==> config.mk <==
export PLATFORM = sky130hd
export DESIGN_NAME = debug_top
export DESIGN_NICKNAME = d
export VERILOG_FILES = /design/src/hdl/debug_pkg.sv /design/src/hdl/data_mem.sv /design/src/hdl/reg_bank.sv /design/src/hdl/instr_mem.sv /design/src/hdl/mini_cpu.sv /design/src/hdl/debug_unit.sv /design/src/hdl/debug_top.sv
export VERILOG_INCLUDE_DIRS = /design/src /design/src/hdl
export SDC_FILE = /design/constraint.sdc
export NUM_CORES = 2
export LEC_CHECK = 0
export ABC_AREA = 1
export ABC_CLOCK_PERIOD_IN_PS = 4400
export BUFFER_PORTS_ARGS = -buffer_cell sky130_fd_sc_hd__clkbuf_2
export CAP_MARGIN = 0
export CORE_ASPECT_RATIO = 0.9
export CORE_MARGIN = 2
export CORE_UTILIZATION = 40
export CTS_BUF_LIST = sky130_fd_sc_hd__clkbuf_8
export CTS_CLUSTER_SIZE = 40
export DETAILED_ROUTE_END_ITERATION = 12
export SLEW_MARGIN = 10
export SYNTH_ARGS = -nofsm -noshare
export SYNTH_HDL_FRONTEND = slang
export SYNTH_SLANG_ARGS = --single-unit
==> constraint.sdc <==
create_clock -name i_clock -period 4.4 [get_ports i_clock]
set_clock_uncertainty 0.15 [all_clocks]
set_input_delay 0 -clock i_clock [delete_from_list [all_inputs] [get_ports i_clock]]
set_output_delay 0 -clock i_clock [all_outputs]
set_load 0.01 [all_outputs]
==> src/hdl/debug_defs.svh <==
`ifndef DEBUG_DEFS_SVH
`define DEBUG_DEFS_SVH

// Stream and datapath widths
`define DBG_BYTE_W      8
`define DBG_WORD_W      32

// Instruction memory, 4 bytes per word
`define DBG_IM_WORDS    16
`define DBG_IM_AW       4
`define DBG_IM_BYTE_AW  6

// Register bank, addressed by the 4 bit instruction fields
`define DBG_RB_DEPTH    8
`define DBG_RB_AW       4

// Data memory
`define DBG_DM_DEPTH    16
`define DBG_DM_AW       4

`endif

==> src/hdl/debug_pkg.sv <==
`default_nettype none

package debug_pkg;

    `include "debug_defs.svh"

    typedef enum logic [3:0] {
        IDLE,
        LOAD_WAIT,
        LOAD_BYTE,
        READY,
        RUN,
        STEP_WAIT,
        STEP_EXEC,
        SEND_PC,
        SEND_MEM,
        SEND_REGS
    } dbg_state_e;

    // Command bytes from the host
    typedef enum logic [`DBG_BYTE_W-1:0] {
        CMD_LOAD      = 8'd1,
        CMD_STEP_MODE = 8'd2,
        CMD_DUMP_REGS = 8'd3,
        CMD_DUMP_PC   = 8'd4,
        CMD_DUMP_MEM  = 8'd5,
        CMD_STEP      = 8'd6,
        CMD_CONTINUE  = 8'd7,
        CMD_RUN       = 8'd8
    } dbg_cmd_e;

    typedef enum logic [7:0] {
        NOP   = 8'd0,
        ADDI  = 8'd1,
        ADD   = 8'd2,
        STORE = 8'd3,
        HALT  = 8'd255
    } cpu_op_e;

    typedef struct packed {
        cpu_op_e    op;
        logic [3:0] rd;
        logic [3:0] rs;
        logic [3:0] rt;
        logic [3:0] pad;
        logic [7:0] imm;
    } instr_t;

    typedef struct packed {
        logic run_en;   // Free run permission
        logic step;     // One instruction
    } cpu_ctrl_t;

endpackage

`default_nettype wire

==> src/hdl/data_mem.sv <==
`timescale 1ns/1ps
`default_nettype none
`include "debug_defs.svh"

module data_mem (
    input  wire logic                   i_clock,
    input  wire logic                   i_reset,
    input  wire logic                   i_wr,
    input  wire logic [`DBG_BYTE_W-1:0] i_addr,
    input  wire logic [`DBG_BYTE_W-1:0] i_data,
    input  wire logic [`DBG_DM_AW-1:0]  i_dbg_addr,
    output logic [`DBG_BYTE_W-1:0]      o_dbg_data
);

    logic [`DBG_BYTE_W-1:0] mem [0:`DBG_DM_DEPTH-1];

    always_ff @(posedge i_clock) begin
        if (i_reset) begin
            for (int i = 0; i < `DBG_DM_DEPTH; i++)
                mem[i] <= '0;
        end else if (i_wr) begin
            mem[i_addr[`DBG_DM_AW-1:0]] <= i_data; // Store address wraps
        end
    end

    assign o_dbg_data = mem[i_dbg_addr];

endmodule

`default_nettype wire

==> src/hdl/reg_bank.sv <==
`timescale 1ns/1ps
`default_nettype none
`include "debug_defs.svh"

module reg_bank (
    input  wire logic                   i_clock,
    input  wire logic                   i_reset,
    input  wire logic                   i_wr,
    input  wire logic [`DBG_RB_AW-1:0]  i_wr_addr,
    input  wire logic [`DBG_WORD_W-1:0] i_wr_data,
    input  wire logic [`DBG_RB_AW-1:0]  i_rs_addr,
    output logic [`DBG_WORD_W-1:0]      o_rs_data,
    input  wire logic [`DBG_RB_AW-1:0]  i_rt_addr,
    output logic [`DBG_WORD_W-1:0]      o_rt_data,
    input  wire logic [`DBG_RB_AW-1:0]  i_dbg_addr,
    output logic [`DBG_WORD_W-1:0]      o_dbg_data
);

    localparam int IDX_W = $clog2(`DBG_RB_DEPTH);

    logic [`DBG_WORD_W-1:0] regs [0:`DBG_RB_DEPTH-1];

    // Upper half of the address space reads as zero
    function automatic logic [`DBG_WORD_W-1:0] read_reg(input logic [`DBG_RB_AW-1:0] addr);
        read_reg = (addr < `DBG_RB_DEPTH) ? regs[addr[IDX_W-1:0]] : '0;
    endfunction

    always_ff @(posedge i_clock) begin
        if (i_reset) begin
            for (int i = 0; i < `DBG_RB_DEPTH; i++)
                regs[i] <= '0;
        end else if (i_wr && i_wr_addr < `DBG_RB_DEPTH) begin
            regs[i_wr_addr[IDX_W-1:0]] <= i_wr_data;
        end
    end

    assign o_rs_data  = read_reg(i_rs_addr);
    assign o_rt_data  = read_reg(i_rt_addr);
    assign o_dbg_data = read_reg(i_dbg_addr);

endmodule

`default_nettype wire

==> src/hdl/instr_mem.sv <==
`timescale 1ns/1ps
`default_nettype none
`include "debug_defs.svh"

module instr_mem import debug_pkg::*; (
    input  wire logic                       i_clock,
    input  wire logic                       i_wr,
    input  wire logic [`DBG_IM_BYTE_AW-1:0] i_byte_addr,
    input  wire logic [`DBG_BYTE_W-1:0]     i_byte,
    input  wire logic [`DBG_WORD_W-1:0]     i_pc,
    output instr_t                          o_instr
);

    logic [`DBG_WORD_W-1:0] mem [0:`DBG_IM_WORDS-1];
    logic [`DBG_IM_AW-1:0]  wr_word;
    logic [1:0]             wr_lane;

    assign wr_word = i_byte_addr[`DBG_IM_BYTE_AW-1:2];
    assign wr_lane = i_byte_addr[1:0];

    // Lane 0 is the most significant byte
    always_ff @(posedge i_clock) begin
        if (i_wr)
            mem[wr_word][`DBG_BYTE_W*(3 - wr_lane) +: `DBG_BYTE_W] <= i_byte;
    end

    always_comb begin
        if (i_pc < `DBG_IM_WORDS)
            o_instr = instr_t'(mem[i_pc[`DBG_IM_AW-1:0]]);
        else
            o_instr = '0; // NOP past the end
    end

endmodule

`default_nettype wire

==> src/hdl/mini_cpu.sv <==
`timescale 1ns/1ps
`default_nettype none
`include "debug_defs.svh"

module mini_cpu import debug_pkg::*; (
    input  wire logic                   i_clock,
    input  wire logic                   i_reset,
    input  wire cpu_ctrl_t              i_ctrl,
    input  wire instr_t                 i_instr,
    output logic [`DBG_WORD_W-1:0]      o_pc,
    output logic                        o_halt,
    output logic                        o_rb_wr,
    output logic [`DBG_RB_AW-1:0]       o_rb_wr_addr,
    output logic [`DBG_WORD_W-1:0]      o_rb_wr_data,
    output logic [`DBG_RB_AW-1:0]       o_rs_addr,
    output logic [`DBG_RB_AW-1:0]       o_rt_addr,
    input  wire logic [`DBG_WORD_W-1:0] i_rs_data,
    input  wire logic [`DBG_WORD_W-1:0] i_rt_data,
    output logic                        o_dm_wr,
    output logic [`DBG_BYTE_W-1:0]      o_dm_addr,
    output logic [`DBG_BYTE_W-1:0]      o_dm_data
);

    logic [`DBG_WORD_W-1:0] pc;
    logic                   halt;
    logic                   exec;

    // One instruction per permitted cycle
    assign exec = (i_ctrl.run_en || i_ctrl.step) && !halt;

    always_ff @(posedge i_clock) begin
        if (i_reset) begin
            pc   <= '0;
            halt <= 1'b0;
        end else if (exec) begin
            if (i_instr.op == HALT)
                halt <= 1'b1;   // PC stays on the HALT
            else
                pc <= pc + 1'b1;
        end
    end

    always_comb begin
        o_rb_wr      = 1'b0;
        o_rb_wr_data = '0;
        o_dm_wr      = 1'b0;
        case (i_instr.op)
            ADDI: begin
                o_rb_wr      = exec;
                o_rb_wr_data = i_rs_data + `DBG_WORD_W'(i_instr.imm);
            end
            ADD: begin
                o_rb_wr      = exec;
                o_rb_wr_data = i_rs_data + i_rt_data;
            end
            STORE:   o_dm_wr = exec;
            default: o_rb_wr = 1'b0; // NOP, HALT and unknown codes
        endcase
    end

    assign o_pc         = pc;
    assign o_halt       = halt;
    assign o_rb_wr_addr = i_instr.rd;
    assign o_rs_addr    = i_instr.rs;
    assign o_rt_addr    = i_instr.rt;
    assign o_dm_addr    = i_instr.imm;
    assign o_dm_data    = i_rs_data[`DBG_BYTE_W-1:0];

    // Debug unit never grants both at once
    a_ctrl_onehot: assert property (@(posedge i_clock) disable iff (i_reset)
        !(i_ctrl.run_en && i_ctrl.step));

endmodule

`default_nettype wire

==> src/hdl/debug_unit.sv <==
`timescale 1ns/1ps
`default_nettype none
`include "debug_defs.svh"

module debug_unit import debug_pkg::*; (
    input  wire logic                       i_clock,
    input  wire logic                       i_reset,
    input  wire logic                       i_rx_valid,
    input  wire logic [`DBG_BYTE_W-1:0]     i_rx_data,
    input  wire logic                       i_tx_done,
    input  wire logic                       i_halt,
    input  wire logic [`DBG_WORD_W-1:0]     i_pc,
    input  wire logic [`DBG_WORD_W-1:0]     i_rb_data,
    input  wire logic [`DBG_BYTE_W-1:0]     i_dm_data,
    output logic                            o_tx_start,
    output logic [`DBG_BYTE_W-1:0]          o_tx_data,
    output logic                            o_im_wr,
    output logic [`DBG_IM_BYTE_AW-1:0]      o_im_byte_addr,
    output logic [`DBG_BYTE_W-1:0]          o_im_byte,
    output logic [`DBG_RB_AW-1:0]           o_rb_addr,
    output logic [`DBG_DM_AW-1:0]           o_dm_addr,
    output cpu_ctrl_t                       o_cpu_ctrl
);

    dbg_state_e                 state;
    dbg_state_e                 next_state;
    dbg_state_e                 ret_state;      // Where a plain dump goes back to
    dbg_cmd_e                   rx_cmd;
    logic                       step_reply;     // Dump is part of a step reply
    logic [`DBG_IM_BYTE_AW-1:0] load_cnt;
    logic [`DBG_BYTE_W-1:0]     load_byte;
    logic [`DBG_DM_AW-1:0]      idx;            // Memory byte or register index
    logic [1:0]                 byte_sel;       // Byte within a word, MSB first
    logic                       tx_take;
    logic                       last_byte;
    logic                       load_last;

    function automatic logic [`DBG_BYTE_W-1:0] be_byte(
        input logic [`DBG_WORD_W-1:0] word,
        input logic [1:0]             sel
    );
        be_byte = word[`DBG_BYTE_W*(3 - sel) +: `DBG_BYTE_W];
    endfunction

    assign rx_cmd    = dbg_cmd_e'(i_rx_data);
    assign tx_take   = o_tx_start && i_tx_done;
    assign last_byte = (byte_sel == 2'd3);
    assign load_last = (load_cnt == `DBG_IM_WORDS*4 - 1);

    always_comb begin
        next_state = state;
        case (state)
            IDLE, READY: begin
                if (i_rx_valid) begin
                    case (rx_cmd)
                        CMD_LOAD:      next_state = LOAD_WAIT;
                        CMD_DUMP_PC:   next_state = SEND_PC;
                        CMD_DUMP_MEM:  next_state = SEND_MEM;
                        CMD_DUMP_REGS: next_state = SEND_REGS;
                        CMD_STEP_MODE: begin
                            if (state == READY)
                                next_state = STEP_WAIT;
                        end
                        CMD_RUN: begin
                            if (state == READY)
                                next_state = RUN;
                        end
                        default:       next_state = state; // Unknown code dropped
                    endcase
                end
            end
            LOAD_WAIT: begin
                if (i_rx_valid)
                    next_state = LOAD_BYTE;
            end
            LOAD_BYTE: begin
                if (load_last)
                    next_state = READY;
                else if (!i_rx_valid)
                    next_state = LOAD_WAIT;
            end
            RUN: begin
                if (i_halt)
                    next_state = IDLE;
            end
            STEP_WAIT: begin
                if (i_rx_valid && rx_cmd == CMD_STEP)
                    next_state = STEP_EXEC;
                else if (i_rx_valid && rx_cmd == CMD_CONTINUE)
                    next_state = RUN;
            end
            STEP_EXEC: next_state = SEND_PC;
            SEND_PC: begin
                if (tx_take && last_byte)
                    next_state = step_reply ? SEND_MEM : ret_state;
            end
            SEND_MEM: begin
                if (tx_take && idx == `DBG_DM_DEPTH - 1)
                    next_state = step_reply ? SEND_REGS : ret_state;
            end
            SEND_REGS: begin
                if (tx_take && last_byte && idx == `DBG_RB_DEPTH - 1)
                    next_state = step_reply ? STEP_WAIT : ret_state;
            end
            default: next_state = IDLE;
        endcase
    end

    always_ff @(posedge i_clock) begin
        if (i_reset) begin
            state      <= IDLE;
            ret_state  <= IDLE;
            step_reply <= 1'b0;
            load_cnt   <= '0;
            idx        <= '0;
            byte_sel   <= '0;
        end else begin
            state <= next_state;

            // Dump counters restart on every state change
            if (state != next_state) begin
                idx      <= '0;
                byte_sel <= '0;
            end else if (tx_take) begin
                if (state != SEND_MEM)
                    byte_sel <= byte_sel + 1'b1;
                if (state == SEND_MEM || (state == SEND_REGS && last_byte))
                    idx <= idx + 1'b1;
            end

            if (state == STEP_EXEC) begin
                step_reply <= 1'b1;
            end else if (state != next_state && (state == IDLE || state == READY)) begin
                ret_state  <= state;
                step_reply <= 1'b0;
            end

            if (state != LOAD_BYTE && next_state == LOAD_WAIT && state != LOAD_WAIT)
                load_cnt <= '0;
            else if (state == LOAD_BYTE)
                load_cnt <= load_cnt + 1'b1;
        end
    end

    // Latest program byte, written in LOAD_BYTE
    always_ff @(posedge i_clock) begin
        if (i_rx_valid && (state == LOAD_WAIT || state == LOAD_BYTE))
            load_byte <= i_rx_data;
    end

    always_comb begin
        case (state)
            SEND_PC:   o_tx_data = be_byte(i_pc, byte_sel);
            SEND_MEM:  o_tx_data = i_dm_data;
            SEND_REGS: o_tx_data = be_byte(i_rb_data, byte_sel);
            default:   o_tx_data = '0;
        endcase
    end

    assign o_tx_start        = (state == SEND_PC) || (state == SEND_MEM) || (state == SEND_REGS);
    assign o_im_wr           = (state == LOAD_BYTE);
    assign o_im_byte_addr    = load_cnt;
    assign o_im_byte         = load_byte;
    assign o_rb_addr         = idx;
    assign o_dm_addr         = idx;
    assign o_cpu_ctrl.run_en = (state == RUN);
    assign o_cpu_ctrl.step   = (state == STEP_EXEC);

    // Byte held until the host takes it
    a_tx_hold: assert property (@(posedge i_clock) disable iff (i_reset)
        (o_tx_start && !i_tx_done) |=> (o_tx_start && $stable(o_tx_data)));

    // Every program write follows one received byte
    a_load_per_byte: assert property (@(posedge i_clock) disable iff (i_reset)
        o_im_wr |-> $past(i_rx_valid));

endmodule

`default_nettype wire

==> src/hdl/debug_top.sv <==
`timescale 1ns/1ps
`default_nettype none
`include "debug_defs.svh"

module debug_top import debug_pkg::*; (
    input  wire logic                   i_clock,
    input  wire logic                   i_reset,
    input  wire logic                   i_rx_valid,
    input  wire logic [`DBG_BYTE_W-1:0] i_rx_data,
    output logic                        o_tx_start,
    output logic [`DBG_BYTE_W-1:0]      o_tx_data,
    input  wire logic                   i_tx_done,
    output logic                        o_halted
);

    cpu_ctrl_t                  cpu_ctrl;
    instr_t                     instr;
    logic [`DBG_WORD_W-1:0]     pc;
    logic                       halt;
    logic                       im_wr;
    logic [`DBG_IM_BYTE_AW-1:0] im_byte_addr;
    logic [`DBG_BYTE_W-1:0]     im_byte;
    logic [`DBG_RB_AW-1:0]      rb_dbg_addr;
    logic [`DBG_WORD_W-1:0]     rb_dbg_data;
    logic [`DBG_DM_AW-1:0]      dm_dbg_addr;
    logic [`DBG_BYTE_W-1:0]     dm_dbg_data;
    logic                       rb_wr;
    logic [`DBG_RB_AW-1:0]      rb_wr_addr;
    logic [`DBG_WORD_W-1:0]     rb_wr_data;
    logic [`DBG_RB_AW-1:0]      rs_addr;
    logic [`DBG_RB_AW-1:0]      rt_addr;
    logic [`DBG_WORD_W-1:0]     rs_data;
    logic [`DBG_WORD_W-1:0]     rt_data;
    logic                       dm_wr;
    logic [`DBG_BYTE_W-1:0]     dm_addr;
    logic [`DBG_BYTE_W-1:0]     dm_data;

    debug_unit u_debug (
        .i_clock        (i_clock),
        .i_reset        (i_reset),
        .i_rx_valid     (i_rx_valid),
        .i_rx_data      (i_rx_data),
        .i_tx_done      (i_tx_done),
        .i_halt         (halt),
        .i_pc           (pc),
        .i_rb_data      (rb_dbg_data),
        .i_dm_data      (dm_dbg_data),
        .o_tx_start     (o_tx_start),
        .o_tx_data      (o_tx_data),
        .o_im_wr        (im_wr),
        .o_im_byte_addr (im_byte_addr),
        .o_im_byte      (im_byte),
        .o_rb_addr      (rb_dbg_addr),
        .o_dm_addr      (dm_dbg_addr),
        .o_cpu_ctrl     (cpu_ctrl)
    );

    mini_cpu u_cpu (
        .i_clock      (i_clock),
        .i_reset      (i_reset),
        .i_ctrl       (cpu_ctrl),
        .i_instr      (instr),
        .o_pc         (pc),
        .o_halt       (halt),
        .o_rb_wr      (rb_wr),
        .o_rb_wr_addr (rb_wr_addr),
        .o_rb_wr_data (rb_wr_data),
        .o_rs_addr    (rs_addr),
        .o_rt_addr    (rt_addr),
        .i_rs_data    (rs_data),
        .i_rt_data    (rt_data),
        .o_dm_wr      (dm_wr),
        .o_dm_addr    (dm_addr),
        .o_dm_data    (dm_data)
    );

    instr_mem u_imem (
        .i_clock     (i_clock),
        .i_wr        (im_wr),
        .i_byte_addr (im_byte_addr),
        .i_byte      (im_byte),
        .i_pc        (pc),
        .o_instr     (instr)
    );

    reg_bank u_regs (
        .i_clock    (i_clock),
        .i_reset    (i_reset),
        .i_wr       (rb_wr),
        .i_wr_addr  (rb_wr_addr),
        .i_wr_data  (rb_wr_data),
        .i_rs_addr  (rs_addr),
        .o_rs_data  (rs_data),
        .i_rt_addr  (rt_addr),
        .o_rt_data  (rt_data),
        .i_dbg_addr (rb_dbg_addr),
        .o_dbg_data (rb_dbg_data)
    );

    data_mem u_dmem (
        .i_clock    (i_clock),
        .i_reset    (i_reset),
        .i_wr       (dm_wr),
        .i_addr     (dm_addr),
        .i_data     (dm_data),
        .i_dbg_addr (dm_dbg_addr),
        .o_dbg_data (dm_dbg_data)
    );

    assign o_halted = halt;

endmodule

`default_nettype wire

### Yosys cells after proc, flatten, opt, wreduce, memory -nomap -nowiden

Memories as Yosys holds them, arrays and structs flattened. A register that Yosys moved wholly into a read port is not among the register bits.
Cells that the tools add are included.

* memory bits (writable): 896
* output and inout bits: 10
* word-level logic and storage cells: 144
* bits of input ports: 12
* flip-flop bits (word level): 62
* memories: 3

Memory list
* u_imem.mem: words 16, bits a word 32, read ports 1, clocked after memory_dff 1, write ports 1, RTL line instr_mem.sv:14 `` logic [`DBG_WORD_W-1:0] mem [0:`DBG_IM_WORDS-1]; ``
* u_regs.regs: words 8, bits a word 32, read ports 3, clocked after memory_dff 1, write ports 8, RTL line reg_bank.sv:21 `` logic [`DBG_WORD_W-1:0] regs [0:`DBG_RB_DEPTH-1]; ``
* u_dmem.mem: words 16, bits a word 8, read ports 1, clocked after memory_dff 1, write ports 16, RTL line data_mem.sv:15 `` logic [`DBG_BYTE_W-1:0] mem [0:`DBG_DM_DEPTH-1]; ``

* mux-type cells: 49
* bitwise gates (word level): 2
* shifts and indexed selects: 4
* equal/unequal tests: 30
* $lt $le $gt $ge: 5
* reduce and logical (&&, ||, !) cells: 33
* add/subtract/negate cells: 9

Operators with widths (number)
* two-way mux 32 bit: 6
* two-way mux 4 bit: 20
* variable part select 32 x 33 -> 8 bit: 2
* case mux 32 bit (2 select lines): 1
* case mux 4 bit (9 select lines): 1
* negation 32 -> 34 bit: 1
* variable shift 8 x 34 -> 32 bit (first input constant): 1
* variable part select 8 x 34 -> 32 bit: 1
* adder 32 x 1 -> 32 bit (second input constant): 1
* adder 32 bit: 1
* adder 32 x 8 -> 32 bit: 1
* == test 8 x 2 -> 1 bit (second input constant): 4
* == test 8 x 3 -> 1 bit (second input constant): 4
* less-than comparator 32 x 5 -> 1 bit (second input constant): 1
* OR reduction 32 bit: 1
* case mux 4 bit (6 select lines): 1
* case mux 8 bit (3 select lines): 1
* == test 4 x 3 -> 1 bit (second input constant): 5
* == test 8 x 1 -> 1 bit (second input constant): 2
* less-than comparator 4 bit (second input constant): 4
* two-way mux 1 bit: 15
* logical AND 1 bit: 13
* == test 4 bit (second input constant): 3
* AND reduction 2 bit: 5
* 23 further kinds: 37

### Logic depth before layout (Yosys ltp)

* word-level depth: 12
* depth in mapped cells: 36
* gate-level depth less buffers: 32

### Modules after synthesis

A second synthesis with hierarchy kept.

* cell total of the unflattened synthesis: 6541
* area, all modules: 52516.6 um^2

By module, submodules not included
* instr_mem: sequential area each 15374.7 um^2, cells an instance 1856, area an instance 21265.4 um^2, times used 1
* reg_bank: sequential area each 7687.4 um^2, cells an instance 2646, area an instance 17573.1 um^2, times used 1
* data_mem: sequential area each 3843.7 um^2, cells an instance 708, area an instance 6246.0 um^2, times used 1
* mini_cpu: sequential area each 660.6 um^2, cells an instance 964, area an instance 5021.1 um^2, times used 1
* debug_unit: sequential area each 660.6 um^2, cells an instance 367, area an instance 2411.1 um^2, times used 1

### Worst setup path after synthesis

Ideal clock, no wire load.

* path kind: reg2reg
* from: reg (tool-made name)
* to: mem u_regs.regs[0][20] (netlist name), data pin
* buffers on the path: 4
* data arrival time: 4.486 ns
* library setup time: 0.270 ns
* clock period less this slack: 4.906 ns
* stages on the path, launching flop included: 35
* data required time: 3.980 ns
* path slack: -0.506 ns
* cell sequence: dfxtp_1 > buf_6 > inv_4 > buf_6 > buf_6 > nand2_1 > nand3_1 > nand2_1 > a21oi_1 > nor2_1 > inv_1 > nand3_1 > inv_1 > nand2_1 > nor2_1 > nand2_2 > inv_1 > buf_2 > nand3_1 > o21ai_0 > ha_1 > inv_1 > fa_1 > inv_1 > nand2_1 > o21ai_0 > a21oi_1 > o21ai_0 > a21boi_0 > o21ai_0 > nand2_1 > nand2_1 > a21boi_0 > o21ai_1 > nor2_1

RTL lines (RTL line)
* end: declaration: reg_bank.sv:21

==> flow_summary.yaml <==
status:
  status: "finished with violations"
  violations: "negative setup slack"
pwr:
  finalPower_mw: 17.6
  internal_power_mw: 13.5
  pwr-share-seq: 0.543
  cellPowerDensity_nw_per_um2: 308
  power.leakage_nw: 21.6
  power_frac_comb: 0.037
  p_sw_frac: 0.236
  clockPowerShare: 0.419
  ir_drop_mv: 0.276
  power.switching_mw: 4.16
worst_setup_path:
  cp_num_buf_inv: 9
  cp_slowest_cell: "dfxtp_4"
  worstPathRequired_ps: 4820
  cpPeakStageDelay_ps: 350
  crit_fanout: 8
  start_kind: "flop"
  arrival_ps: 5070
  crit_top_cell: "nand2_2"
  crit_path_end_kind: "flop"
  cp_top_family: "simple AND/OR/NAND/NOR gates"
  crit_type: "reg2reg"
route:
  num_vias: 41000
  drt_iter0_markers: 5648
  routed_wl_um: 163000
  wl_per_cell_um: 23.1
  drc: 0
  firstDrtPassIters: 9
  vias_per_cell: 5.80
  ant_nets: 0
timing:
  drv_slew: 0
  setup_violations: 206
  tns_ps: -26270
  fmax_mhz: 215
  hold_viol: 0
  tightestPinTransition_ps: 1250
  finalWorstSetupSlack_ps: -249
  fin_crit_ps: 4650
  holdWs_ps: 166
  relSlewSlack: 0.164
  period_share: 1.06
  rsz0062_at_grt: "yes"
placement:
  pre_cts_slack_ps: -632
  postPlaceCellArea_um2: 50800
  port_buffers: 21
  place.gp.congestion: 0.967
  place_hpwl_um: 104000
clock_network:
  cts_root_buf: "clkbuf_8"
  insertion_delay_ps: 890
  cts_tree: "done"
  cts_buffer_depth: 3
  path_clk_slew_ps: 60
  cts_buffers: 154
  cts_htree_levels: 4
  cts_sinks: 902
grt:
  track_usage: 0.269
  grt_pass1_vias: 38500
  grt_max_degree: 110
  grt_remaining_overflow: 0
  grt_pass1_wl_um: 241000
  antenna_found_initial: 3
synth:
  synthesis.nets: 5055
  yosysSeqAreaShare: 0.576
  yosys_register_bits: 902
  async_flop_share: 0
  synth_cells: 5003
  syn_avg_cell_area_um2: 9.19
  netlist_area_um2: 46000
  synth_enable_flop_cells: 840
  synth_ff_type: "edfxtp_1"
  ys_warn_count: 0
  synth.distinct_cells: 58
floorplanning:
  die_h_um: 326
  design.die.area_um2: 118000
  rows: 117
  die_x_um: 361
  io-pin-count: 22
  core_um2: 114000
  start_util: 0.405
job:
  max_cap_viol_count: 0
cells_and_area:
  nNetsFinal: 5519
  final_layout_size_suffix_gt1_frac: 0.212
  fin_area_um2: 57300
  syn2layout_area_growth_pct: 24.6
min_path:
  hold_class: "in2reg"
-- path summary, 6_finish.rpt --
check,from,to,slack (ps),cells past startpoint
worst min-delay path,i_rx_valid,u_debug.state[0],170,6
worst max register to register,flop,u_regs.regs[2][28],-250,33
worst max-delay path,flop,u_regs.regs[2][28],-250,33
worst min register to register,u_debug.ret_state[2],u_debug.ret_state[2],320,2
-- stage by stage --
step	instances	util
2_1_floorplan	5003	-
3_3_place_gp	6653	0.447
3_5_place_dp	6653	0.447
4_1_cts	7041	0.494
5_1_grt	7077	0.504
6_report	7081	0.504
-- cell usage in the layout, fill, tap and decap left out, types with 11 or more instances in the layout --
cell           count
a22oi_1           28
nand2_2           59
and3_1            20
inv_1            316
a31oi_1           11
nand3_2           85
nand3_1          319
o21ai_0          417
a21oi_1          414
buf_12            70
clkbuf_8         159
dlygate4sd3_1     22
ha_1              30
o21ai_2           11
o221ai_1          26
a21oi_2           44
o21ai_1           51
nor3_1            29
or2_2             15
nand2_1          821
clkinv_1          35
edfxtp_1         840
o211ai_1         116
buf_16            12
buf_4            452
a211oi_2          16
buf_6             40
nand4_1           21
nor2_2            27
xor2_1            35
clkbuf_2          21
nor2_1           717
inv_2             15
dfxtp_1           57
nand3_4           22
-- metal layers --
metal / global-route usage / vias up / share of wire
met5: 0 / - / 0
met2: 0.399 / 2339 / 0.43
met4: 0.0988 / 0 / 0.033
li1: - / 18600 / -
met3: 0.0633 / 353 / 0.11
met1: 0.385 / 19800 / 0.42
-- timing repair --
action	4_1_cts	5_1_grt
cloned	21	2
endpoints found under the setup margin	208	240
hold buffers	22	0
pin swaps	84	71
resized for setup	270	226
endpoints found under the hold margin	66	0
buffers inserted	67	37
-- state kept, by name, indices dropped and copies added, names as in the netlist, named ones only --
signal / cells
u_cpu.o_halt: 1
u_cpu.o_pc: 32
u_debug.byte_sel: 2
u_debug.o_dm_addr: 4
u_debug.o_im_byte: 8
u_debug.o_im_byte_addr: 6
u_debug.ret_state: 4
u_debug.state: 4
u_debug.step_reply: 1
u_dmem.mem: 128
u_imem.mem: 448
u_regs.regs: 256
-- kinds of logic after synthesis --
logic type,share of synthesized area
simple gates,0.195
compound gates,0.154
flops,0.576
buf+inv,0.0576
fa+ha+maj,0.0111
xor+xnor,0.00686
mux,0.000218
-- power by group through the flow --
stage	combinational, mW	clock (mW)	sequential (mW)
after detailed placement	0.586	0	9.76
after floorplan	0.331	0	9.73
final	0.661	7.40	9.59
after CTS	0.628	7.48	9.58
after global routing	0.710	7.85	9.59
after global placement	0.580	0	9.76
-- cells in the mapped netlist (10+ instances only) --
cell | instances | area [um^2]
nor4_1 | 11 | 68.8
dfxtp_1 | 62 | 1240
buf_1 | 13 | 48.8
nor3_1 | 31 | 155
nor2_1 | 748 | 2810
xor2_1 | 35 | 307
o21ai_0 | 472 | 2360
o21ai_1 | 15 | 75.1
ha_1 | 39 | 488
inv_1 | 276 | 1040
nand2_1 | 878 | 3300
o22ai_1 | 10 | 62.6
a21oi_1 | 463 | 2320
nand3_2 | 12 | 120
buf_4 | 23 | 173
buf_6 | 15 | 169
clkbuf_1 | 176 | 661
nand4_1 | 21 | 131
a22oi_1 | 34 | 255
o221ai_1 | 26 | 228
and3_1 | 20 | 125
nand3_1 | 411 | 2060
edfxtp_1 | 840 | 25200
or2_2 | 18 | 113
a31oi_1 | 21 | 131
a211oi_1 | 25 | 188
o211ai_1 | 116 | 871
buf_2 | 101 | 505
-- final cells by class --
| class | count | area, um^2 |
|---|---|---|
| Fill cell | 10300 | 56300 |
| Multi-Input combinational cell | 3486 | 18500 |
| Antenna cell | 5 | 12.5 |
| Tap cell | 1487 | 1860 |
| Sequential cell | 902 | 26500 |
| Clock inverter | 119 | 757 |
| Timing Repair Buffer | 632 | 6230 |
| Timing Repair inverter | 2 | 36.3 |
| Clock buffer | 159 | 2190 |
| Inverter | 289 | 1150 |
-- worst register-to-register path: cells and delay by family, from the launching register on --
kind / cells / cell delay [ps]
buf+inv: 9 / 1130
flops: 1 / 350
fa+ha+maj: 1 / 240
compound gates: 4 / 760
simple gates: 19 / 1730
(Power assumes the default switching activity.)
